$ cat config.mk
export PLATFORM = sky130hd
export DESIGN_NAME = haar_unit
export DESIGN_NICKNAME = d
export VERILOG_FILES = /design/src/img_pkg.sv /design/src/haar_unit.sv
export SDC_FILE = /design/constraint.sdc
export NUM_CORES = 1
export LEC_CHECK = 0
export ABC_CLOCK_PERIOD_IN_PS = 8100
export BUFFER_PORTS_ARGS = -buffer_cell sky130_fd_sc_hd__buf_2
export CAP_MARGIN = 0
export CORE_ASPECT_RATIO = 0.9
export CORE_MARGIN = 2
export CORE_UTILIZATION = 25
export CTS_CLUSTER_DIAMETER = 40
export CTS_CLUSTER_SIZE = 40
export DETAILED_ROUTE_END_ITERATION = 8
export PLACE_DENSITY = 0.38
export SLEW_MARGIN = 20
export SYNTH_ARGS = -nofsm -noshare
export SYNTH_HDL_FRONTEND = slang
export SYNTH_SLANG_ARGS = --single-unit
$ cat constraint.sdc
create_clock -name i_clk -period 8.1 [get_ports i_clk]
set_input_delay 2.43 -clock i_clk [delete_from_list [all_inputs] [get_ports i_clk]]
set_output_delay 2.43 -clock i_clk [all_outputs]
set_load 0.02 [all_outputs]
$ cat src/img_pkg.sv
package img_pkg;

	// ------------------------------------------------------------
	// image and datapath sizes
	// ------------------------------------------------------------
	localparam int IMG_W      = 8;
	localparam int CHAN_MAX   = 32;
	localparam int PIX_W      = 8;
	localparam int OUT_W      = 14;
	localparam int ADDR_W     = 11;
	localparam int MEM_DEPTH  = 2048;
	localparam int ORIGIN_MAX = 6;
	localparam int DEPTH_MIN  = 8;
	localparam int HAAR_CHANS = 4;

	// derived field widths of the address {channel, y, x}
	localparam int COORD_W = $clog2(IMG_W);
	localparam int CHAN_W  = $clog2(CHAN_MAX);

	// ------------------------------------------------------------
	// command opcodes and controller states
	// ------------------------------------------------------------
	typedef enum logic [3:0] {
		OP_LOAD     = 4'd0,
		OP_RIGHT    = 4'd1,
		OP_LEFT     = 4'd2,
		OP_UP       = 4'd3,
		OP_DOWN     = 4'd4,
		OP_DEPTH_DN = 4'd5,
		OP_DEPTH_UP = 4'd6,
		OP_DISPLAY  = 4'd7,
		OP_CONV     = 4'd8,
		OP_MEDIAN   = 4'd9,
		OP_HAAR     = 4'd10
	} op_e;

	typedef enum logic [2:0] {
		ST_IDLE,
		ST_LOAD,
		ST_ADJUST,
		ST_DISPLAY,
		ST_HAAR
	} state_e;

	typedef struct packed {
		logic              en;
		logic              we;
		logic [ADDR_W-1:0] addr;
		logic [PIX_W-1:0]  wdata;
	} mem_req_t;

	typedef struct packed {
		logic             valid;
		logic [PIX_W-1:0] data;
	} pix_t;

	typedef struct packed {
		logic             valid;
		logic [OUT_W-1:0] data;
	} coef_t;

endpackage
$ cat src/haar_unit.sv
`timescale 1ns/10ps

module haar_unit
	import img_pkg::*;
(
	input  logic  i_clk,
	input  logic  i_rst_n,
	input  pix_t  i_pix,
	output coef_t o_coef,
	output logic  o_busy
);

	// first three pixels of a window wait here, the fourth goes straight to hold
	logic [PIX_W-1:0] fill_buf [0:2];
	logic [PIX_W-1:0] hold_buf [0:3];
	logic [1:0]       pix_cnt;
	logic [1:0]       emit_cnt;
	logic             hold_vld;

	logic signed [OUT_W-1:0] a, b, c, d;
	logic signed [OUT_W-1:0] sum;
	logic signed [OUT_W-1:0] half;

	// ------------------------------------------------------------
	// counters
	// ------------------------------------------------------------
	always_ff @(posedge i_clk or negedge i_rst_n) begin
		if (!i_rst_n) begin
			pix_cnt  <= 2'd0;
			emit_cnt <= 2'd0;
			hold_vld <= 1'b0;
		end else begin
			if (i_pix.valid) begin
				pix_cnt <= pix_cnt + 2'd1;
			end
			if (i_pix.valid && pix_cnt == 2'd3) begin
				// new window lines up with the last emit of the previous one
				hold_vld <= 1'b1;
				emit_cnt <= 2'd0;
			end else if (hold_vld) begin
				emit_cnt <= emit_cnt + 2'd1;
				if (emit_cnt == 2'd3) begin
					hold_vld <= 1'b0;
				end
			end
		end
	end

	// pixel buffers
	always_ff @(posedge i_clk) begin
		if (i_pix.valid) begin
			case (pix_cnt)
				2'd0: fill_buf[0] <= i_pix.data;
				2'd1: fill_buf[1] <= i_pix.data;
				2'd2: fill_buf[2] <= i_pix.data;
				default: begin
					hold_buf[0] <= fill_buf[0];
					hold_buf[1] <= fill_buf[1];
					hold_buf[2] <= fill_buf[2];
					hold_buf[3] <= i_pix.data;
				end
			endcase
		end
	end

	// ------------------------------------------------------------
	// coefficient, one per cycle in order LL, LH, HL, HH
	// ------------------------------------------------------------
	assign a = {{(OUT_W-PIX_W){1'b0}}, hold_buf[0]};
	assign b = {{(OUT_W-PIX_W){1'b0}}, hold_buf[1]};
	assign c = {{(OUT_W-PIX_W){1'b0}}, hold_buf[2]};
	assign d = {{(OUT_W-PIX_W){1'b0}}, hold_buf[3]};

	always_comb begin
		case (emit_cnt)
			2'd0:    sum = a + b + c + d;
			2'd1:    sum = a - b + c - d;
			2'd2:    sum = a + b - c - d;
			default: sum = a - b - c + d;
		endcase
	end

	// halve and round half up
	assign half = sum >>> 1;

	assign o_coef.valid = hold_vld;
	assign o_coef.data  = half + {{(OUT_W-1){1'b0}}, sum[0]};
	assign o_busy       = (pix_cnt != 2'd0) || hold_vld;

endmodule

# Word level (Yosys, flattened, before mapping)
# Memory sizes are Yosys's and may differ from the RTL's.
# Cells that the tools add are included.
[totals]
register_bits = 5
mem_bits_rw = 56
inputBits = 11
word_cells = 57
memories = 2
[memory_table]
columns = ["memory", "words", "word_bits", "read_ports", "rd_clocked_by_memory_dff", "write_ports", "line", "text"]
rows = [
  ["hold_buf", 4, 8, 4, 0, 4, "haar_unit.sv:15", "logic [PIX_W-1:0] hold_buf [0:3];"],
  ["fill_buf", 3, 8, 3, 0, 1, "haar_unit.sv:14", "logic [PIX_W-1:0] fill_buf [0:2];"],
]
[classes]
addsub = 13
n_eq_ne = 6
muxes = 24
n_reduce_logical = 9
[ops]
columns = ["operator", "count"]
rows = [
  ["14-bit case mux with 3 select lines", 1],
  ["14-bit by 9-bit adder with 14-bit output", 2],
  ["1-bit 2-to-1 mux", 17],
  ["8-bit 2-to-1 mux", 2],
  ["8-bit OR reduction", 2],
  ["13-bit by 2-bit adder with 14-bit output", 1],
  ["14-bit by 9-bit subtractor with 14-bit output", 1],
  ["10-bit by 9-bit adder with 11-bit output", 1],
  ["10-bit by 9-bit subtractor with 11-bit output", 1],
  ["9-bit by 9-bit adder with 10-bit output", 1],
  ["9-bit by 8-bit subtractor with 10-bit output", 1],
  ["9-bit by 9-bit subtractor with 10-bit output", 1],
  ["8-bit by 8-bit adder with 9-bit output", 1],
  ["8-bit by 8-bit subtractor with 9-bit output", 1],
  ["2-bit == test, second input constant", 4],
  ["2-bit 2-to-1 mux", 4],
  ["2-bit by 1-bit adder with 2-bit output, second input constant", 2],
  ["2-bit by 1-bit == test with 1-bit output, second input constant", 2],
  ["2-bit logical NOT", 2],
  ["2-bit nonzero test", 2],
  ["3-bit OR reduction", 1],
  ["1-bit logical AND", 1],
  ["1-bit logical OR", 1],
]

# Depth between registers and ports, before layout
# Gate-level depths: netlist of the first run.
[depth]
ltp_word = 7
mapped_depth = 23
depth_no_buf = 23

# Least setup slack after synthesis of the first run
# OpenSTA, ideal clock, no wires.
[synth_path]
path_type = "register to output"
from = "memory hold_buf[0][0]"
to = "output o_coef[10] (netlist name)"
t_arrival_ns = 4.641
setup_slack_ns = 1.029
stages_incl_launch_ff = 24
n_path_buf = 0
cell_sequence = "edfxtp_1 -> ha_1 -> inv_1 -> fa_1 -> nor2_1 -> nor2_1 -> nor2_1 -> nor2_1 -> xnor2_1 -> ha_1 -> a21o_1 -> a31o_2 -> a21oi_1 -> xnor2_1 -> ha_1 -> o21a_1 -> or2_2 -> o311a_1 -> or3_1 -> mux2i_1 -> o32ai_2 -> nor4_2 -> nor3b_2 -> xor2_1"
[synth_rtl]
columns = ["element", "line", "text"]
rows = [
  ["start, declared", "haar_unit.sv:15", ""],
  ["end, declared", "haar_unit.sv:9", "output coef_t o_coef,"],
]

==> metrics, run 1 <==
setup_tns=0 ns; Fillers=2530; crit-path most repeated cell=ha_1; total gr overflow=0; worst hold margin=0.414 ns; Ys Warns=0; Core Footprint=24100 sq um; setup slack after placement=0.473 ns; slowest cell on the critical path=fa_1; Crit path required time=5.67 ns; routability cong.=0.816; CP Launch Type=flop; crit path kind=flop to primary output; delay-heaviest family, CP=simple AND/OR/NAND/NOR gates; first-pass GRT wire length=24100 um; Post-Syn Area=6070 sq um; pin count of the biggest net entering global routing=36; vias in the first global route=4465; critical-path cell list=ha_1 -> fa_1 -> nor2b_1 -> o31a_1 -> o21a_1 -> nor2_1 -> xnor2_2 -> ha_1 -> nor3_1 -> a21oi_1 -> xnor2_1 -> ha_1 -> a21o_1 -> a31oi_1 -> inv_1 -> or3_1 -> mux2i_1 -> o32ai_2 -> nor4_2 -> nor3b_2 -> xor2_1 -> buf_2; DRT Pass-1 Iters=5; via count=4425; std cell rows=54; post-DR wirelength/cell=15.9 um; Buf/Inv on CP=2; vias per cell=4.63; Die W=168 um; clock buffer depth=2; Slew Viols, Final=0; Slew headroom=55.6%; clock sink count=61; # port buffers=26; max-cap viol count=0; initial antenna violation count=0; CTS clk-pin slew, worst paths=0.05 ns; H-tree Lvls=3; sequential element share of the synthesized area=29.8%; clock root cell=clkbuf_16; post-route ant nets=0; chip height=152 um; fin crit period=7.72 ns; Worst EP arrival=5.29 ns; Residual DRC=0; flops & latches, synth=61; # setup viols final=0; Syn Nets=730; min-delay worst type=flop to flop; period utilization=95.3%; Worst Tran Pin Value=0.657 ns; GRT Util Overall=12.4%; critical path capture point type=primary output; starting density of the core=25.2%; I/O Pins=27; synth unique cells=73; TritonCTS clock tree=done; Setup Skew=0.00496 ns; full die area=25500 sq um; Num CTS Buffers=9; status=complete, no violations; Area Overhead vs Synth=14.4%; synthesized area per cell=9.98 sq um; HPWL after detailed placement=13000 um; Nets=764; most used flip-flop cell after synthesis=edfxtp_1; diode count=0; cells after synthesis=608; slowest stage delay, CP=0.41 ns; Final Hold Fails=0; Detailed Route WL=15200 um; Post-synth ARST share=8.20%; fmax=0.130 GHz; DR iter-0 viols=186; fin worst setup slack=0.380 ns; share of cells above drive strength 1=12.7%; worst-path fanout max=4; Clk Latency, worst-skew pair=0.33 ns; Post-synth EDFFs=56
[stage by stage]
stage | util, % | instance area [sq um] | std cells
2_1_floorplan | - | 6070 | 608
3_3_place_gp | 27.2 | 6540 | 938
6_report | 28.8 | 6940 | 955
3_5_place_dp | 27.2 | 6540 | 938
5_1_grt | 28.8 | 6940 | 955
4_1_cts | 28.5 | 6870 | 954
[cell usage after synthesis (all sizes together) (3+ instances only)]
| cell | n | area share (%) |
|---|---|---|
| ha | 88 | 18 |
| inv | 79 | 4.9 |
| edfxtp | 56 | 28 |
| nor2 | 45 | 2.8 |
| a21oi | 36 | 3.0 |
| o21ai | 31 | 2.7 |
| xnor2 | 25 | 3.6 |
| fa | 23 | 7.6 |
| xor2 | 21 | 3.0 |
| nand2 | 20 | 1.2 |
| a21o | 16 | 2.0 |
| o21a | 12 | 1.5 |
| nor3 | 10 | 0.83 |
| or3 | 10 | 1.1 |
| nand2b | 8 | 0.83 |
| o21bai | 8 | 0.99 |
| nor2b | 7 | 0.85 |
| mux2i | 6 | 0.99 |
| a211o | 5 | 0.76 |
| a211oi | 5 | 0.62 |
| and2 | 5 | 0.52 |
| clkbuf | 5 | 0.66 |
| dfrtp | 5 | 2.1 |
| nor3b | 5 | 0.70 |
| buf | 4 | 0.58 |
| nand4 | 4 | 0.41 |
| o22ai | 4 | 0.64 |
| o31a | 4 | 0.58 |
| o31ai | 4 | 0.50 |
| a221oi | 3 | 0.43 |
| a31oi | 3 | 0.31 |
| and3 | 3 | 0.31 |
| nand3 | 3 | 0.25 |
| nor4 | 3 | 0.41 |
| o211ai | 3 | 0.37 |
| o311a | 3 | 0.50 |
| o311ai | 3 | 0.43 |
| or2 | 3 | 0.31 |
[area by class of cell]
| cell class | instances | area, sq um | share of cell area (%) |
|---|---|---|---|
| well taps | 308 | 385 | 5.55 |
| multi-input cells | 459 | 3950 | 57.0 |
| flip-flops and latches | 61 | 1810 | 26.0 |
| clock buffers | 9 | 225 | 3.25 |
| repair buffers | 32 | 175 | 2.52 |
| inverters | 79 | 297 | 4.27 |
| clock inverters | 7 | 97.6 | 1.41 |
[routing by layer]
layer | global-route usage [%] | wire, um
met1 | 17.6 | 7740
met2 | 20.0 | 6720
met3 | 1.77 | 605
met4 | 2.76 | 112
met5 | 0 | 0
[sequential cells by signal (all words and copies together), names as in the netlist]
signal,cells
hold_buf,32
fill_buf,24
emit_cnt,2
pix_cnt,2
hold_vld,1
[cells by family (layout without fill, tap and decap cells)]
kind of cell	after synthesis	in the layout	share of synthesized area [%]
flops	61	61	29.8
compound gates	158	158	18.4
fa+ha+maj	111	111	25.7
buf+inv	88	127	6.13
mux	8	8	1.36
xor+xnor	46	46	6.64
simple gates	136	136	11.9
[worst paths after layout]
kind	slack (ns)	cells after the start	from	to
setup / recovery	0.38	22	hold_buf[1][0]	o_coef[10]
hold / removal	0.41	0	fill_buf[0][6]	hold_buf[0][6]
setup reg to reg	6.61	3	pix_cnt[0]	fill_buf[0][19]
hold reg to reg	0.41	0	fill_buf[0][6]	hold_buf[0][6]
max in group asynchronous	6.06	1	i_rst_n	pix_cnt[0]
min in group asynchronous	1.91	1	i_rst_n	pix_cnt[1]
[what timing repair did]
item	in CTS	in global routing
setup endpoints to repair	0	6
setup buffers	0	1
hold buffers	0	0
resized for setup	0	11
[layout by cell type, fill, tap and decap left out, types with 6 or more instances in the layout]
cell / synthesis / routed
fa_1: 23 / 22
clkbuf_16: 0 / 9
o21bai_1: 8 / 8
nor3_1: 10 / 9
xor2_1: 21 / 19
ha_1: 88 / 87
xnor2_1: 25 / 23
nand2b_1: 8 / 8
nand2_1: 20 / 20
buf_4: 1 / 6
nor2_1: 45 / 45
or3_1: 8 / 8
inv_1: 79 / 79
buf_2: 1 / 26
o21a_1: 12 / 12
mux2i_1: 6 / 6
a21oi_1: 36 / 34
edfxtp_1: 56 / 56
a21o_1: 15 / 15
o21ai_0: 28 / 28
nor2b_1: 6 / 6
Power of run 1 is left out: the tool's default activity adds up to more than one toggle a clock period on the data nets, which glitch-free logic cannot reach.
==> inputs of run 2 (changes only) <==
--- a/config.mk
+++ b/config.mk
@@ -5,6 +5,7 @@
 export SDC_FILE = /design/constraint.sdc
 export NUM_CORES = 1
 export LEC_CHECK = 0
+export ABC_AREA = 1
 export ABC_CLOCK_PERIOD_IN_PS = 8100
 export BUFFER_PORTS_ARGS = -buffer_cell sky130_fd_sc_hd__buf_2
 export CAP_MARGIN = 0
@@ -14,7 +15,6 @@
 export CTS_CLUSTER_DIAMETER = 40
 export CTS_CLUSTER_SIZE = 40
 export DETAILED_ROUTE_END_ITERATION = 8
-export PLACE_DENSITY = 0.38
 export SLEW_MARGIN = 20
 export SYNTH_ARGS = -nofsm -noshare
 export SYNTH_HDL_FRONTEND = slang
==> metrics, run 2 <==
share of cells above drive strength 1=10.1%; Final Non-Filler Cells=1147; slowest cell on the critical path=ha_1; vias in the first global route=4638; Core Footprint=24400 sq um; DR iter-0 viols=302; max-cap viol count=0; fin crit period=7.45 ns; # placed instances=1132; reg2reg setup slack=6.60 ns; Crit path required time=5.67 ns; biggest regs=hold_buf (32), fill_buf (24); clock root cell=clkbuf_16; vias per cell=4.29; post-route ant nets=0; r2r endpoint=hold_buf[3][0]; CP Launch Point=hold_buf[0][2]; most used flip-flop cell after synthesis=edfxtp_1; met2 Use GR=17.0%; # port buffers=26; full die area=26300 sq um; Syn Nets=899; Setup Skew=0.00469 ns; Synth area leader=edfxtp_1; Area Overhead vs Synth=12.2%; Detailed Route WL=14400 um; chip height=154 um; synthesized area per cell=8.05 sq um; met3 Usage GRT=1.80%; crit-path most repeated cell=nand2_1; post-synth top area share=26.9%; Slew Viols, Final=0; std cell rows=54; setup_tns=0 ns; CP Launch Type=flop; cells after synthesis=777; # setup viols final=0; post-DR wirelength/cell=12.6 um; CTS Hold Bufs=0; worst-path fanout max=7; H-tree Lvls=3; Ys Warns=0; period utilization=92.0%; TritonCTS clock tree=done; total gr overflow=0; R2R Path Start=pix_cnt[0]; critical path depth=27; met1 Usage GRT=16.3%; I/O Pins=27; clock buffer depth=2; Post-synth EDFFs=56; RSZ-0062 raised after global routing=no; synth top area cells=edfxtp_1, ha_1, nand2_1, inv_1, fa_1; top cells by count, synth=nand2_1, inv_1, ha_1; clock sink count=61; routability cong.=0.900; most common cell after layout, fill and taps aside=nand2_1; flops & latches, synth=61; initial antenna violation count=1; Slew headroom=63.2%; DRT Pass-1 Iters=5; cells on worst reg2reg path=4; via count=4919; critical path capture point type=primary output; Buf/Inv on CP=3; Worst EP arrival=5.02 ns; synth unique cells=38; Clk Latency, worst-skew pair=0.32 ns; Worst Tran Pin Value=0.551 ns; Final Hold Fails=0; Num CTS Buffers=9; GRT Util Overall=11.2%; Residual DRC=0; Setup Buffers After CTS=0; diode count=0; fmax=0.134 GHz; slowest stage delay, CP=0.42 ns; Post-synth ARST share=8.20%; pin count of the biggest net entering global routing=33; Biggest register=hold_buf; most crowded layer after global routing=met2; delay-heaviest family, CP=compound AO/OA/AOI/OAI gates; status=complete, no violations; Nets=929; sequential element share of the synthesized area=28.9%; crit path kind=flop to primary output; Critical Path Sink=o_coef[13]; CTS resizes=0; most frequent cell after synthesis=nand2_1; max reg flops=32; starting density of the core=25.6%; first-pass GRT wire length=23200 um; Post-Syn Area=6250 sq um; HPWL after detailed placement=12100 um; most frequent cells in the layout=nand2_1, inv_1, ha_1; CTS clk-pin slew, worst paths=0.05 ns; min-delay worst type=flop to flop; Die W=171 um
-- run 2: how the worst min path moves through the flow --
stage	from	endpoint	slack, ns	depth (start not counted)
after floorplan	fill_buf[0][0]	hold_buf[0][0]	0.40	0
after global placement	fill_buf[0][14]	hold_buf[1][6]	0.40	0
after detailed placement	fill_buf[0][13]	hold_buf[1][5]	0.41	0
after CTS	fill_buf[0][14]	hold_buf[1][6]	0.42	0
after global routing	fill_buf[0][11]	hold_buf[1][3]	0.42	0
final	fill_buf[0][14]	hold_buf[1][6]	0.41	0
-- run 2: layout make-up --
class	count	area [sq um]
Multi-Input combinational cell	551	3800
Timing Repair Buffer	27	138
Sequential cell	61	1810
Inverter	157	589
Fill cell	2623	17400
Clock buffer	10	229
Clock inverter	5	28.8
Tap cell	336	420
-- run 2: per-stage QoR --
stage / utilization [%] / hold slack, ns / worst slack [ns] / instance area (sq um)
2_1_floorplan: - / 0.400 / 1.60 / 6250
3_3_place_gp: 27.7 / 0.401 / 0.977 / 6760
3_5_place_dp: 27.7 / 0.405 / 1.02 / 6760
4_1_cts: 28.8 / 0.417 / 0.650 / 7010
5_1_grt: 28.8 / 0.422 / 0.162 / 7010
6_report: 28.8 / 0.414 / 0.646 / 7010
-- run 2: logic make-up (layout without fill, tap and decap cells) --
family | count (synthesis) | after routing | synth area share, %
AND/OR/NAND/NOR | 321 | 321 | 23.5
buffers and inverters | 165 | 199 | 10.3
adder cells (fa/ha/maj) | 111 | 111 | 25.0
AO/OA/AOI/OAI | 87 | 87 | 7.86
flip-flops | 61 | 61 | 28.9
XOR/XNOR | 32 | 32 | 4.48
-- run 2: metal layers --
layer	vias up	wire, um
met5	-	0
met4	0	229
met3	16	566
met2	96	6110
met1	2268	7500
li1	2539	-
Power of run 2 is left out for the same reason.
