File: src/img_pkg.sv
package img_pkg;

	// ------------------------------------------------------------
	// image and datapath sizes
	// ------------------------------------------------------------
	localparam int IMG_W      = 8;
	localparam int CHAN_MAX   = 32;
	localparam int PIX_W      = 8;
	localparam int OUT_W      = 14;
	localparam int ADDR_W     = 11;
	localparam int MEM_DEPTH  = 2048;
	localparam int ORIGIN_MAX = 6;
	localparam int DEPTH_MIN  = 8;
	localparam int HAAR_CHANS = 4;

	// derived field widths of the address {channel, y, x}
	localparam int COORD_W = $clog2(IMG_W);
	localparam int CHAN_W  = $clog2(CHAN_MAX);

	// ------------------------------------------------------------
	// command opcodes and controller states
	// ------------------------------------------------------------
	typedef enum logic [3:0] {
		OP_LOAD     = 4'd0,
		OP_RIGHT    = 4'd1,
		OP_LEFT     = 4'd2,
		OP_UP       = 4'd3,
		OP_DOWN     = 4'd4,
		OP_DEPTH_DN = 4'd5,
		OP_DEPTH_UP = 4'd6,
		OP_DISPLAY  = 4'd7,
		OP_CONV     = 4'd8,
		OP_MEDIAN   = 4'd9,
		OP_HAAR     = 4'd10
	} op_e;

	typedef enum logic [2:0] {
		ST_IDLE,
		ST_LOAD,
		ST_ADJUST,
		ST_DISPLAY,
		ST_HAAR
	} state_e;

	typedef struct packed {
		logic              en;
		logic              we;
		logic [ADDR_W-1:0] addr;
		logic [PIX_W-1:0]  wdata;
	} mem_req_t;

	typedef struct packed {
		logic             valid;
		logic [PIX_W-1:0] data;
	} pix_t;

	typedef struct packed {
		logic             valid;
		logic [OUT_W-1:0] data;
	} coef_t;

endpackage
File: src/img_ctrl.sv
`timescale 1ns/10ps

module img_ctrl
	import img_pkg::*;
(
	input  logic             i_clk,
	input  logic             i_rst_n,
	input  logic             i_op_valid,
	input  op_e              i_op_mode,
	input  logic             i_in_valid,
	input  logic [PIX_W-1:0] i_in_data,
	input  logic [PIX_W-1:0] i_rdata,
	input  coef_t            i_coef,
	input  logic             i_haar_busy,
	output logic             o_op_ready,
	output logic             o_in_ready,
	output mem_req_t         o_req,
	output pix_t             o_pix,
	output logic             o_out_valid,
	output logic [OUT_W-1:0] o_out_data
);

	state_e state, state_nxt;
	op_e    op_r;

	logic [ADDR_W-1:0]  load_cnt;
	logic [COORD_W-1:0] org_x, org_y;
	logic [CHAN_W:0]    depth;

	// read counter, low two bits pick the window pixel, the rest the channel
	logic [CHAN_W+1:0]  rd_cnt;
	logic [CHAN_W+1:0]  rd_last;
	logic [COORD_W-1:0] rd_x, rd_y;
	logic [CHAN_W-1:0]  rd_chan;
	logic               rd_active;
	logic               rd_done;
	logic               rd_vld_d;

	// ------------------------------------------------------------
	// command FSM
	// ------------------------------------------------------------
	always_comb begin
		state_nxt = state;
		case (state)
			ST_IDLE: begin
				if (i_op_valid) begin
					case (i_op_mode)
						OP_LOAD:    state_nxt = ST_LOAD;
						OP_DISPLAY: state_nxt = ST_DISPLAY;
						OP_HAAR:    state_nxt = ST_HAAR;
						default:    state_nxt = ST_ADJUST;
					endcase
				end
			end
			ST_LOAD: begin
				if (i_in_valid && load_cnt == ADDR_W'(MEM_DEPTH - 1)) begin
					state_nxt = ST_IDLE;
				end
			end
			ST_DISPLAY: begin
				// last output goes out in the cycle after the last read
				if (rd_done) begin
					state_nxt = ST_IDLE;
				end
			end
			ST_HAAR: begin
				if (rd_done && !i_haar_busy) begin
					state_nxt = ST_IDLE;
				end
			end
			default: state_nxt = ST_IDLE;
		endcase
	end

	assign rd_active = (state == ST_DISPLAY || state == ST_HAAR) && !rd_done;
	assign rd_last   = (state == ST_HAAR) ? (CHAN_W+2)'(HAAR_CHANS * 4 - 1) :
		(CHAN_W+2)'({depth, 2'b00} - 1'b1);

	always_ff @(posedge i_clk or negedge i_rst_n) begin
		if (!i_rst_n) begin
			state    <= ST_IDLE;
			op_r     <= OP_LOAD;
			load_cnt <= '0;
			org_x    <= '0;
			org_y    <= '0;
			depth    <= (CHAN_W+1)'(CHAN_MAX);
			rd_cnt   <= '0;
			rd_done  <= 1'b0;
			rd_vld_d <= 1'b0;
		end else begin
			state    <= state_nxt;
			rd_vld_d <= rd_active;
			if (state == ST_IDLE && i_op_valid) begin
				op_r <= i_op_mode;
			end
			// counter wraps to 0 after the last byte, ready for the next load
			if (state == ST_LOAD && i_in_valid) begin
				load_cnt <= load_cnt + 1'b1;
			end
			if (state == ST_IDLE) begin
				rd_cnt  <= '0;
				rd_done <= 1'b0;
			end else if (rd_active) begin
				rd_cnt <= rd_cnt + 1'b1;
				if (rd_cnt == rd_last) begin
					rd_done <= 1'b1;
				end
			end
			if (state == ST_ADJUST) begin
				case (op_r)
					OP_RIGHT:    if (org_x < COORD_W'(ORIGIN_MAX)) org_x <= org_x + 1'b1;
					OP_LEFT:     if (org_x != '0) org_x <= org_x - 1'b1;
					OP_UP:       if (org_y != '0) org_y <= org_y - 1'b1;
					OP_DOWN:     if (org_y < COORD_W'(ORIGIN_MAX)) org_y <= org_y + 1'b1;
					OP_DEPTH_DN: if (depth > (CHAN_W+1)'(DEPTH_MIN)) depth <= depth >> 1;
					OP_DEPTH_UP: if (depth < (CHAN_W+1)'(CHAN_MAX)) depth <= depth << 1;
					// convolution, median and unknown codes change nothing
					default: ;
				endcase
			end
		end
	end

	// ------------------------------------------------------------
	// memory addressing
	// ------------------------------------------------------------
	assign rd_x    = org_x + COORD_W'(rd_cnt[0]);
	assign rd_y    = org_y + COORD_W'(rd_cnt[1]);
	assign rd_chan = rd_cnt[CHAN_W+1:2];

	always_comb begin
		o_req = '0;
		if (state == ST_LOAD) begin
			o_req.en    = i_in_valid;
			o_req.we    = 1'b1;
			o_req.addr  = load_cnt;
			o_req.wdata = i_in_data;
		end else if (rd_active) begin
			o_req.en   = 1'b1;
			o_req.addr = {rd_chan, rd_y, rd_x};
		end
	end

	// ------------------------------------------------------------
	// output driver
	// ------------------------------------------------------------
	assign o_op_ready = (state == ST_IDLE);
	assign o_in_ready = (state == ST_LOAD);

	assign o_pix.valid = rd_vld_d && (state == ST_HAAR);
	assign o_pix.data  = i_rdata;

	always_comb begin
		o_out_valid = 1'b0;
		o_out_data  = '0;
		if (state == ST_DISPLAY && rd_vld_d) begin
			o_out_valid = 1'b1;
			o_out_data  = {{(OUT_W-PIX_W){1'b0}}, i_rdata};
		end else if (state == ST_HAAR && i_coef.valid) begin
			o_out_valid = 1'b1;
			o_out_data  = i_coef.data;
		end
	end

endmodule

File: config.mk
export PLATFORM = sky130hd
export DESIGN_NAME = img_ctrl
export DESIGN_NICKNAME = d
export VERILOG_FILES = /design/src/img_pkg.sv /design/src/img_ctrl.sv
export SDC_FILE = /design/constraint.sdc
export NUM_CORES = 1
export LEC_CHECK = 0
export BUFFER_PORTS_ARGS = -buffer_cell sky130_fd_sc_hd__buf_2
export CAP_MARGIN = 30
export CORE_MARGIN = 3
export CORE_UTILIZATION = 46
export CTS_BUF_LIST = sky130_fd_sc_hd__clkbuf_16
export DETAILED_ROUTE_END_ITERATION = 10
export PLACE_DENSITY_LB_ADDON = 0.05
export SLEW_MARGIN = 10
export SYNTH_ARGS = -nofsm -noshare
export SYNTH_HDL_FRONTEND = slang
export SYNTH_SLANG_ARGS = --single-unit
File: constraint.sdc
create_clock -name i_clk -period 1.74 [get_ports i_clk]
set_input_delay 0.174 -clock i_clk [delete_from_list [all_inputs] [get_ports i_clk]]
set_output_delay 0.174 -clock i_clk [all_outputs]
set_load 0.02 [all_outputs]
* Word level (Yosys, flattened, before mapping) *
Cells that the tools add are included.

cells by class
  reduce and logical (&&, ||, !) cells = 25
  $lt $le $gt $ge = 4
  mux-type cells = 31
  equality and inequality tests = 24
  add/subtract/negate cells = 9

operators with widths
  kind                   number
  $mux 14                2
  $mux 3                 8
  $mux 11                2
  $mux 7                 3
  $ne 2x2->1 const B     9
  $eq 4x3->1 const B     4
  $reduce_and 4->1       4
  $mux 6                 2
  $pmux 3 s2             2
  $pmux 3 s4             1
  $pmux 6 s2             1
  $add 11x1->11 const B  1
  $eq 11x11->1 const B   1
  $reduce_bool 2->1      5
  $pmux 3 s3             1
  $eq 4x2->1 const B     2
  $logic_and 1x1->1      8
  $mux 1                 8
  $mux 8                 1
  $add 7x1->7 const B    1
  $eq 7x7->1             1
  $sub 7x1->7 const B    1
  $add 3x1->3            2
  $add 3x1->3 const B    2
  16 further kinds       21

word-level totals
  logic and storage cells = 102
  output and inout port bits = 47
  bits in registers = 39
  input port bits = 40

* Longest topological paths before layout *
Gate-level depths: netlist of the first run.

  word-level depth = 6
  mapped depth = 8
  gate-level depth less buffers = 7

* Worst setup path after synthesis of the first run *
OpenSTA, ideal clock, no wires.

  path type = reg2reg
  from = register op_r[3]
  to = register org_x[2]
  period minus slack after synthesis = 1.865 ns
  buffers on the path = 0
  path slack = -0.125 ns
  cell stages (with the launch flop) = 7
  arrival time = 1.741 ns
  cells stage by stage = dfrtp_1 > nor4b_1 > inv_1 > fa_1 > xnor2_1 > nand2_1 > xnor2_1

between the ends
  longest elaborated chain between the ends = 3

ends and longest elaborated chain
  item                                                              RTL line         source
  start: declaration                                                img_ctrl.sv:24   op_e op_r;
  start signal: assignment                                          img_ctrl.sv:94   op_r <= i_op_mode;
  $eq 4x2->1 / $eq 4x1->1 (equally long branches)                   img_ctrl.sv:110  case (op_r)
  $ne 2x2->1 (no line) / $reduce_bool 2->1 (equally long branches)  n/a
  $reduce_and 4->1 (no line)                                        n/a
  end signal: assignment                                            img_ctrl.sv:111  OP_RIGHT: if (org_x < COORD_W'(ORIGIN_MAX)) org_x <= org_x + 1'b1;
  end signal: assignment                                            img_ctrl.sv:112  OP_LEFT: if (org_x != '0) org_x <= org_x - 1'b1;
  end: declaration                                                  img_ctrl.sv:27   logic [COORD_W-1:0] org_x, org_y;

Several ways; a longest one is shown, not always the timed one.
A chain may end at the register's enable or synchronous reset.

==> impl_metrics.ini, run 1 <==
[drt]
wl_mm = 7.898
route.detailed.drc = 0
drt-initial-drc-count = 115
routedWlPerCell_microns = 16.56
via_per_inst = 5.294
drt_first_pass_iters = 4
vias = 2525
ant_nets = 0

[timing]
max_freq_mhz = 513.7
hold_slack_ns = 0.1958
timing.final.max_slew_violations = 0
fin_ws_ns = -0.2068
worst_slew_pin_slew_ns = 0.5043
maxSlewHeadroom_pct = 66.38
hold_viol_final = 0
min_period_ns = 1.947
finalSetupViolCount = 57
rsz0062_at_grt = yes
fin_skew_ns = 0.009351
min_period_over_period_pct = 111.9

[clocking]
htreeDepth = 2
worstSkewPairLatency_ns = 0.28
clock_sinks = 39
cts_tree = built
cts_buffer_depth = 2
cts_buffers = 5
clk_pin_slew_worst_paths_ns = 0.06
clock-root-buffer = clkbuf_16

[min_path]
hold_class = primary input to flip-flop
min_path_cells = 3

[critical_path]
path_class = flip-flop to output pin
r2r_cells = 7
critPathMostFrequentCell = buf_6
worstSetupPathDepth = 5
path_max_fanout = 5
slowest_delay_ns = 0.43
critPathBufInv = 2
crit_slowest_cell = or3b_4
worst_ep_arrival_time_ns = 1.77
crit_path_start_kind = flip-flop
worstPathRequired_ns = 1.57
end_kind = output pin
crit_family = simple AND/OR/NAND/NOR gates
path_cells = or3b_4, a21oi_4, buf_6, a22o_1, buf_6

[synth]
synth_ff_type = dfrtp_1
synth.largest_area_cell = dfrtp_1
yosys_warnings = 0
synth-async-reset-ratio_pct = 100.0
syn-mean-instance-area_sq_um = 9.693
synth_most_common_cell = dfrtp_1
ys_seq_elements = 39
synth-seq-area-share_pct = 37.48
synth_top_cell_area_share_pct = 36.47
synthCells = 269
synth_common_cells = dfrtp_1 (38), nand2_1 (23), a22o_1 (19), xnor2_1 (19), mux2_2 (12)
synth-edff-count = 0
synth_fp_nets = 318
yosys-top-cells-area = dfrtp_1 (36%), a22o_1 (6.4%), xnor2_1 (6.4%)
synth.cell_area_sq_um = 2608
synth.distinct_cells = 49

[floorplanning]
die_h_microns = 81.29
core_region_area_sq_um = 5303
die_w_microns = 81.29
rows = 26
dieArea_sq_um = 6608
initial_core_util_pct = 49.17
io_pins = 87

[placement]
place_ws_ns = -0.07793
dp_hpwl_mm = 5.001
port_buffers = 86
globalplace.congestion = 0.8161
dp_cells = 442

[grt]
grt_max_degree = 40
grt_remaining_overflow = 0
first_global_vias = 2381
grt.total_usage_pct = 22.12
antenna_found_initial = 0
grt_pass1_wl_mm = 11.24

[job]
drv_cap = 0

[layout]
drive_gt1_share_pct = 53.81
post-route-util_pct = 78.17
nFillCells = 353
n_antenna_cell = 0
area_growth_pct = 58.97
num-nets-final = 455
layout.cells.non_filler = 477

[status]
violations = negative setup slack
status = finished, violations left

[power]
peakVddDrop_mv = 0.4766
power_mw = 1.934
power.density_nw_per_um2 = 466.6
p_leak_nw = 1.971
[repair_timing]
action                                  in CTS  in global routing
endpoints found under the hold margin       38                  0
setup buffers                               11                 13
cloned                                       3                  0
resized for setup                           73                 65
pin swaps                                   13                 27
endpoints found under the setup margin      43                 64
hold buffers                                 1                  0
[stage by stage]
stage	cell area, sq um	TNS [ns]
final	4145	-6.098
after global routing	4145	-9.415
after CTS	3791	-3.070
after detailed placement	3314	-0.4551
after global placement	3314	-0.1562
after floorplan	2635	-0.001066
[cells in the final DEF (no fill, tap or decap), drive strengths merged, types with 2 or more instances in the layout]
master / instances
a21oi: 6
buf: 147
o22ai: 2
nor4b: 4
mux2: 12
and3: 12
nor2: 11
and2: 10
mux2i: 5
nor3b: 3
a211oi: 3
a22o: 19
nand3: 10
nand2: 23
nor2b: 3
or3: 4
clkinv: 2
o21ai: 8
fa: 2
clkbuf: 5
dfrtp: 38
nor4: 2
xor2: 10
nand2b: 6
ha: 7
inv: 10
a31oi: 2
and4: 2
nand4: 4
xnor2: 19
nor3: 4
[metal layers]
layer	GRT usage (%)	share of wire (%)	up-vias	wire, microns
li1	-	-	1238	-
met1	28.22	42	1226	3348
met2	38.52	53	55	4211
met3	4.545	3.5	6	277
met4	4.561	0.76	0	60
met5	0	0	-	0
[worst reg2reg max path, cell delays in order, from the launching register on]
cell	delay (ns)
dfrtp_2	0.42
buf_4	0.14
buf_6	0.11
buf_4	0.13
or3_4	0.41
clkinv_4	0.07
and2_4	0.17
mux2_4	0.30
[power breakdown]
| group | switching (mW) | total (mW) | internal (mW) | leakage, nW |
|---|---|---|---|---|
| Clock | 0.351 | 0.876 | 0.526 | 0.0730 |
| Combinational | 0.0832 | 0.151 | 0.0675 | 1.40 |
| Sequential | 0 | 0.907 | 0.907 | 0.503 |
| Total | 0.434 | 1.93 | 1.50 | 1.97 |
[layout make-up]
cell class,instances,area (sq um),share of cell area (%)
Clock inverter,3,16.27,0.3924
Sequential cell,39,983.4,23.72
Inverter,9,38.79,0.9357
Timing Repair Buffer,148,1154,27.83
Tap cell,70,87.58,2.113
Multi-Input combinational cell,203,1740,41.99
Clock buffer,5,125.1,3.018
[final timing paths]
| path | startpoint | to | slack, ns |
|---|---|---|---|
| max | state[0] | o_req[17] | -0.21 |
| min in group asynchronous | i_rst_n | load_cnt[3] | 0.47 |
| min | i_in_valid | load_cnt[2] | 0.20 |
| max in group asynchronous | i_rst_n | op_r[3] | 0.87 |
| min reg2reg | load_cnt[8] | load_cnt[8] | 0.50 |
| max reg2reg | state[2] | op_r[2] | -0.14 |
[cells by family after synthesis]
group / share of synthesized area [%]
multiplexers: 7.102
buffers and inverters: 5.758
adder cells (fa/ha/maj): 4.894
XOR/XNOR: 9.741
AO/OA/AOI/OAI: 12.33
AND/OR/NAND/NOR: 22.70
flip-flops: 37.48
[sequential cells by signal (all words and copies together) (netlist names)]
name and cells:
depth 6, rd_cnt 7, org_y 3, rd_done 1, load_cnt 11, state 3, rd_vld_d 1, org_x 3
op_r 4
No activity file was read; power rests on OpenSTA's default activity.
==> run 2: changes to the inputs <==
CORE_UTILIZATION = 50   (was 46)
clock period = 2.2 ns   (was 1.74 ns; I/O delays follow)
==> run 2 against run 1 <==
Net effect:
- the flow now finishes without violations
- sequential share of layout area increased by 6.2 points
- die area decreased by 7.4%
- register-to-register slack improved by 0.35 ns
- first-iteration DRC count decreased by 45%
- largest power group is now the clock network
==> impl_metrics.ini, run 2 (synthesis results as in run 1) <==
[floorplanning]
die_w_microns = 78.22
core_region_area_sq_um = 4880
dieArea_sq_um = 6118
io_pins = 87
die_h_microns = 78.22
rows = 25
initial_core_util_pct = 53.44

[timing]
max_freq_mhz = 477.1
finalSetupViolCount = 0
fin_skew_ns = 0.005596
min_period_over_period_pct = 95.28
maxSlewHeadroom_pct = 63.40
hold_viol_final = 0
rsz0062_at_grt = no
worst_slew_pin_slew_ns = 0.5414
min_period_ns = 2.096
tns_ns = 0
timing.final.max_slew_violations = 0

[grt]
grt.total_usage_pct = 20.90
grt_pass1_wl_mm = 10.32
antenna_found_initial = 0
first_global_vias = 2186
grt_max_degree = 40
grt_remaining_overflow = 0

[placement]
globalplace.congestion = 0.8825
port_buffers = 86
dp_hpwl_mm = 4.528

[drt]
ant_nets = 0
wl_mm = 6.207
drt-initial-drc-count = 63
routedWlPerCell_microns = 14.81
vias = 2238
via_per_inst = 5.341
route.detailed.drc = 0
drt_first_pass_iters = 4

[min_path]
hold_class = primary input to flip-flop

[clocking]
clock_sinks = 39
clock-root-buffer = clkbuf_16
cts_buffers = 5
cts_tree = built
worstSkewPairLatency_ns = 0.28
htreeDepth = 2
cts_buffer_depth = 2
clk_pin_slew_worst_paths_ns = 0.06

[power]
power.density_nw_per_um2 = 502.0
p_leak_nw = 1.620
peakVddDrop_mv = 0.4156
power_mw = 1.648

[critical_path]
worstPathRequired_ns = 1.98
path_max_fanout = 17
worst_ep_arrival_time_ns = 1.88
path_class = flip-flop to output pin
end_kind = output pin
crit_path_start_kind = flip-flop

[job]
drv_cap = 0

[layout]
n_antenna_cell = 0
largest_register_ffs = 11
drive_gt1_share_pct = 35.51
area_growth_pct = 25.91
num-nets-final = 400
post-route-util_pct = 67.28
regMostFlops = load_cnt
final_cell_mix = buf_2 (86), dfrtp_1 (35), nand2_1 (23)
final_common_cell = buf_2
reg.largest.list = load_cnt (11), rd_cnt (7), depth (6)

[status]
status = completed
run 2: cell types whose count changed in the layout (fill, tap and decap cells not counted), sizes merged:
cell / before / now
buf: 147 / 94
inv: 10 / 8
bufinv: 0 / 1
clkinv: 2 / 3
and3: 12 / 10
run 2: layout make-up:
class | count | area [sq um]
flip-flops and latches | 39 | 980.9
fillers | 416 | 1597
well taps | 67 | 83.83
multi-input cells | 201 | 1488
clock inverters | 3 | 43.79
clock buffers | 5 | 125.1
inverters | 9 | 33.78
repair buffers | 95 | 528.0
run 2: where the power goes:
part / switching [mW] / internal [mW]
combinational: 0.0581 / 0.0477
clock: 0.291 / 0.534
sequential: 0 / 0.717
run 2: worst paths after layout:
kind                         startpoint          end  slack (ns)  cells after the start
setup / recovery               state[1]    o_req[12]        0.10                      5
hold / removal             i_op_mode[3]      op_r[3]        0.24                      2
setup reg to reg               state[1]     depth[2]        0.21                      4
hold reg to reg             load_cnt[8]  load_cnt[8]        0.51                      1
max in group asynchronous       i_rst_n     state[0]        1.31                      3
min in group asynchronous       i_rst_n     org_x[1]        0.42                      2
run 2: per-stage QoR:
stage	hold WS, ns	std cells	worst slack, ns	cell area, sq um
finish	0.2437	419	0.1038	3283
global route	0.2460	419	0.01462	3283
CTS	0.1000	416	0.02354	3224
detailed placement	0.3942	408	0.2256	3050
global placement	0.3923	408	0.2537	3050
floorplan	-0.07559	269	0.3354	2608
run 2: what timing repair did:
action,4_1_cts,5_1_grt
setup endpoints to repair,12,12
hold buffers,0,1
buffers inserted,0,1
endpoints found under the hold margin,0,14
gates resized for setup,2,4
run 2: critical path: stages (launching register included):
cell	delay (ns)
dfrtp_2	0.45
or3b_4	0.44
a21oi_4	0.19
buf_8	0.19
a22o_1	0.15
buf_2	0.16
run 2: layer usage:
metal  wire length (microns)  GRT usage, %  vias up
met5                       0             0        -
met4                      97         6.119        0
met3                     269         4.243       11
met2                    3038         35.45       50
met1                    2803         26.98     1058
li1                        -             -     1119
==> run 3: changes to the inputs <==
RECOVER_POWER = 50   (was unset)
==> run 3 against run 2 <==
Net effect:
- power shrank 0.61%
- fmax grew 0.24%
- via count is 0.54% lower
- critical path depth is the same
- clock skew about the same
- design area shrank 1.2%
- hold slack improved by 0.0026 ns
- non-clock buffer count unchanged
- wire length about the same
- sequential share of layout area increased by 0.36 points
- register-to-register slack hardly changed
==> impl_metrics.ini, run 3 (synthesis results as in run 1) <==
[status]
status = completed

[timing]
fin_skew_ns = 0.005192
max_freq_mhz = 478.2
timing.final.max_slew_violations = 0
tns_ns = 0
maxSlewHeadroom_pct = 41.30
finalSetupViolCount = 0
min_period_ns = 2.091
hold_slack_ns = 0.2463
rsz0062_at_grt = no
min_period_over_period_pct = 95.06
worst_slew_pin_slew_ns = 0.8805
hold_viol_final = 0

[layout]
n_antenna_cell = 0
seqCellArea_sq_um = 980.9
drive_gt1_share_pct = 32.39
post-route-util_pct = 66.49
reg.largest.list = load_cnt (11), rd_cnt (7), depth (6)
regMostFlops = load_cnt
num-nets-final = 400
area_growth_pct = 24.42
nFillCells = 421
final_cell_mix = buf_2 (76), dfrtp_1 (35), nand2_1 (23)
final_common_cell = buf_2
multi_input_area_sq_um = 1488
largest_register_ffs = 11

[grt]
first_global_vias = 2186
antenna_found_initial = 0
grt_pass1_wl_mm = 10.32
grt.total_usage_pct = 20.90
grt_max_degree = 40
grt_remaining_overflow = 0

[critical_path]
crit_start = state[1]
rr_startpoint = state[1]
worstPathRequired_ns = 1.98
r2r_cells = 4
path_class = flip-flop to output pin
worstSetupEndpoint = o_req[12]
r2r_slack_ns = 0.20
crit_path_start_kind = flip-flop
reg2reg_to = depth[2]
path_max_fanout = 17
end_kind = output pin
worst_ep_arrival_time_ns = 1.87

[drt]
drt-initial-drc-count = 60
routedWlPerCell_microns = 14.81
drt_first_pass_iters = 4
wl_mm = 6.206
ant_nets = 0
vias = 2226
route.detailed.drc = 0
via_per_inst = 5.313

[power]
power.density_nw_per_um2 = 504.9
intPower_mw = 1.293
peakVddDrop_mv = 0.4156
swShare_pct = 21.09
p_leak_nw = 1.578
seqPwrFrac_pct = 43.8
power_switching_uw = 345.4
clockPowerShare_pct = 50.2
p_comb_share_pct = 6.0

[clocking]
cts_buffer_depth = 2
worstSkewPairLatency_ns = 0.28
htreeDepth = 2
cts_buffers = 5
cts_tree = built
clock-root-buffer = clkbuf_16
clk_pin_slew_worst_paths_ns = 0.06
clock_sinks = 39

[floorplanning]
initial_core_util_pct = 53.44
die_h_microns = 78.22
dieArea_sq_um = 6118
rows = 25
die_w_microns = 78.22
io_pins = 87
core_region_area_sq_um = 4880

[placement]
dp_hpwl_mm = 4.528
port_buffers = 86
globalplace.congestion = 0.8825

[min_path]
hold_class = primary input to flip-flop

[job]
drv_cap = 0
-- run 3: power by group through the flow --
stage / logic, mW / registers, mW / clock network (mW)
detailed placement: 0.0995 / 0.730 / 0
global route: 0.108 / 0.717 / 0.872
finish: 0.0985 / 0.717 / 0.822
CTS: 0.100 / 0.717 / 0.840
global placement: 0.0981 / 0.730 / 0
floorplan: 0.0420 / 0.731 / 0
-- run 3: cell type report --
| class | instances | share of cell area (%) |
|---|---|---|
| well taps | 67 | 2.584 |
| repair buffers | 95 | 15.08 |
| multi-input cells | 201 | 45.85 |
| inverters | 9 | 1.041 |
| clock buffers | 5 | 3.857 |
| clock inverters | 3 | 1.350 |
| flip-flops and latches | 39 | 30.24 |
-- run 3: worst min-delay path by stage --
stage	depth (start not counted)	to	slack (ns)	start
after floorplan	0	depth[0]	-0.08	i_rst_n
after detailed placement	1	org_x[0]	0.39	i_rst_n
after global placement	1	org_x[1]	0.39	i_rst_n
after global routing	2	op_r[3]	0.25	i_op_mode[3]
after CTS	1	org_x[0]	0.10	i_rst_n
final	2	op_r[3]	0.25	i_op_mode[3]
-- run 3: layer usage --
metal	GRT usage (%)	share of wire, %	vias up
met5	0	0	-
met4	6.119	1.5	0
met3	4.243	4.4	11
met2	35.45	49	50
met1	26.98	45	1045
li1	-	-	1120
-- run 3: through the flow --
stage	power, mW	cell area [sq um]	std cells	worst slack [ns]
after floorplan	0.7726	2608	269	0.3354
after global placement	0.8286	3050	408	0.2537
after detailed placement	0.8299	3050	408	0.2256
after CTS	1.657	3224	416	0.02354
after global routing	1.697	3244	419	0.01462
final	1.638	3244	419	0.1087
-- run 3: critical path: stages, from the launching register on --
cell     delay [ns]
dfrtp_2        0.45
or3b_4         0.44
a21oi_4        0.19
buf_8          0.19
a22o_1         0.15
buf_2          0.16
-- run 3: repair_timing --
action	CTS	global route
hold endpoints to repair	0	14
setup buffers	0	1
hold buffers	0	1
gates cloned	0	0
resized for setup	2	4
endpoints found under the setup margin	12	12
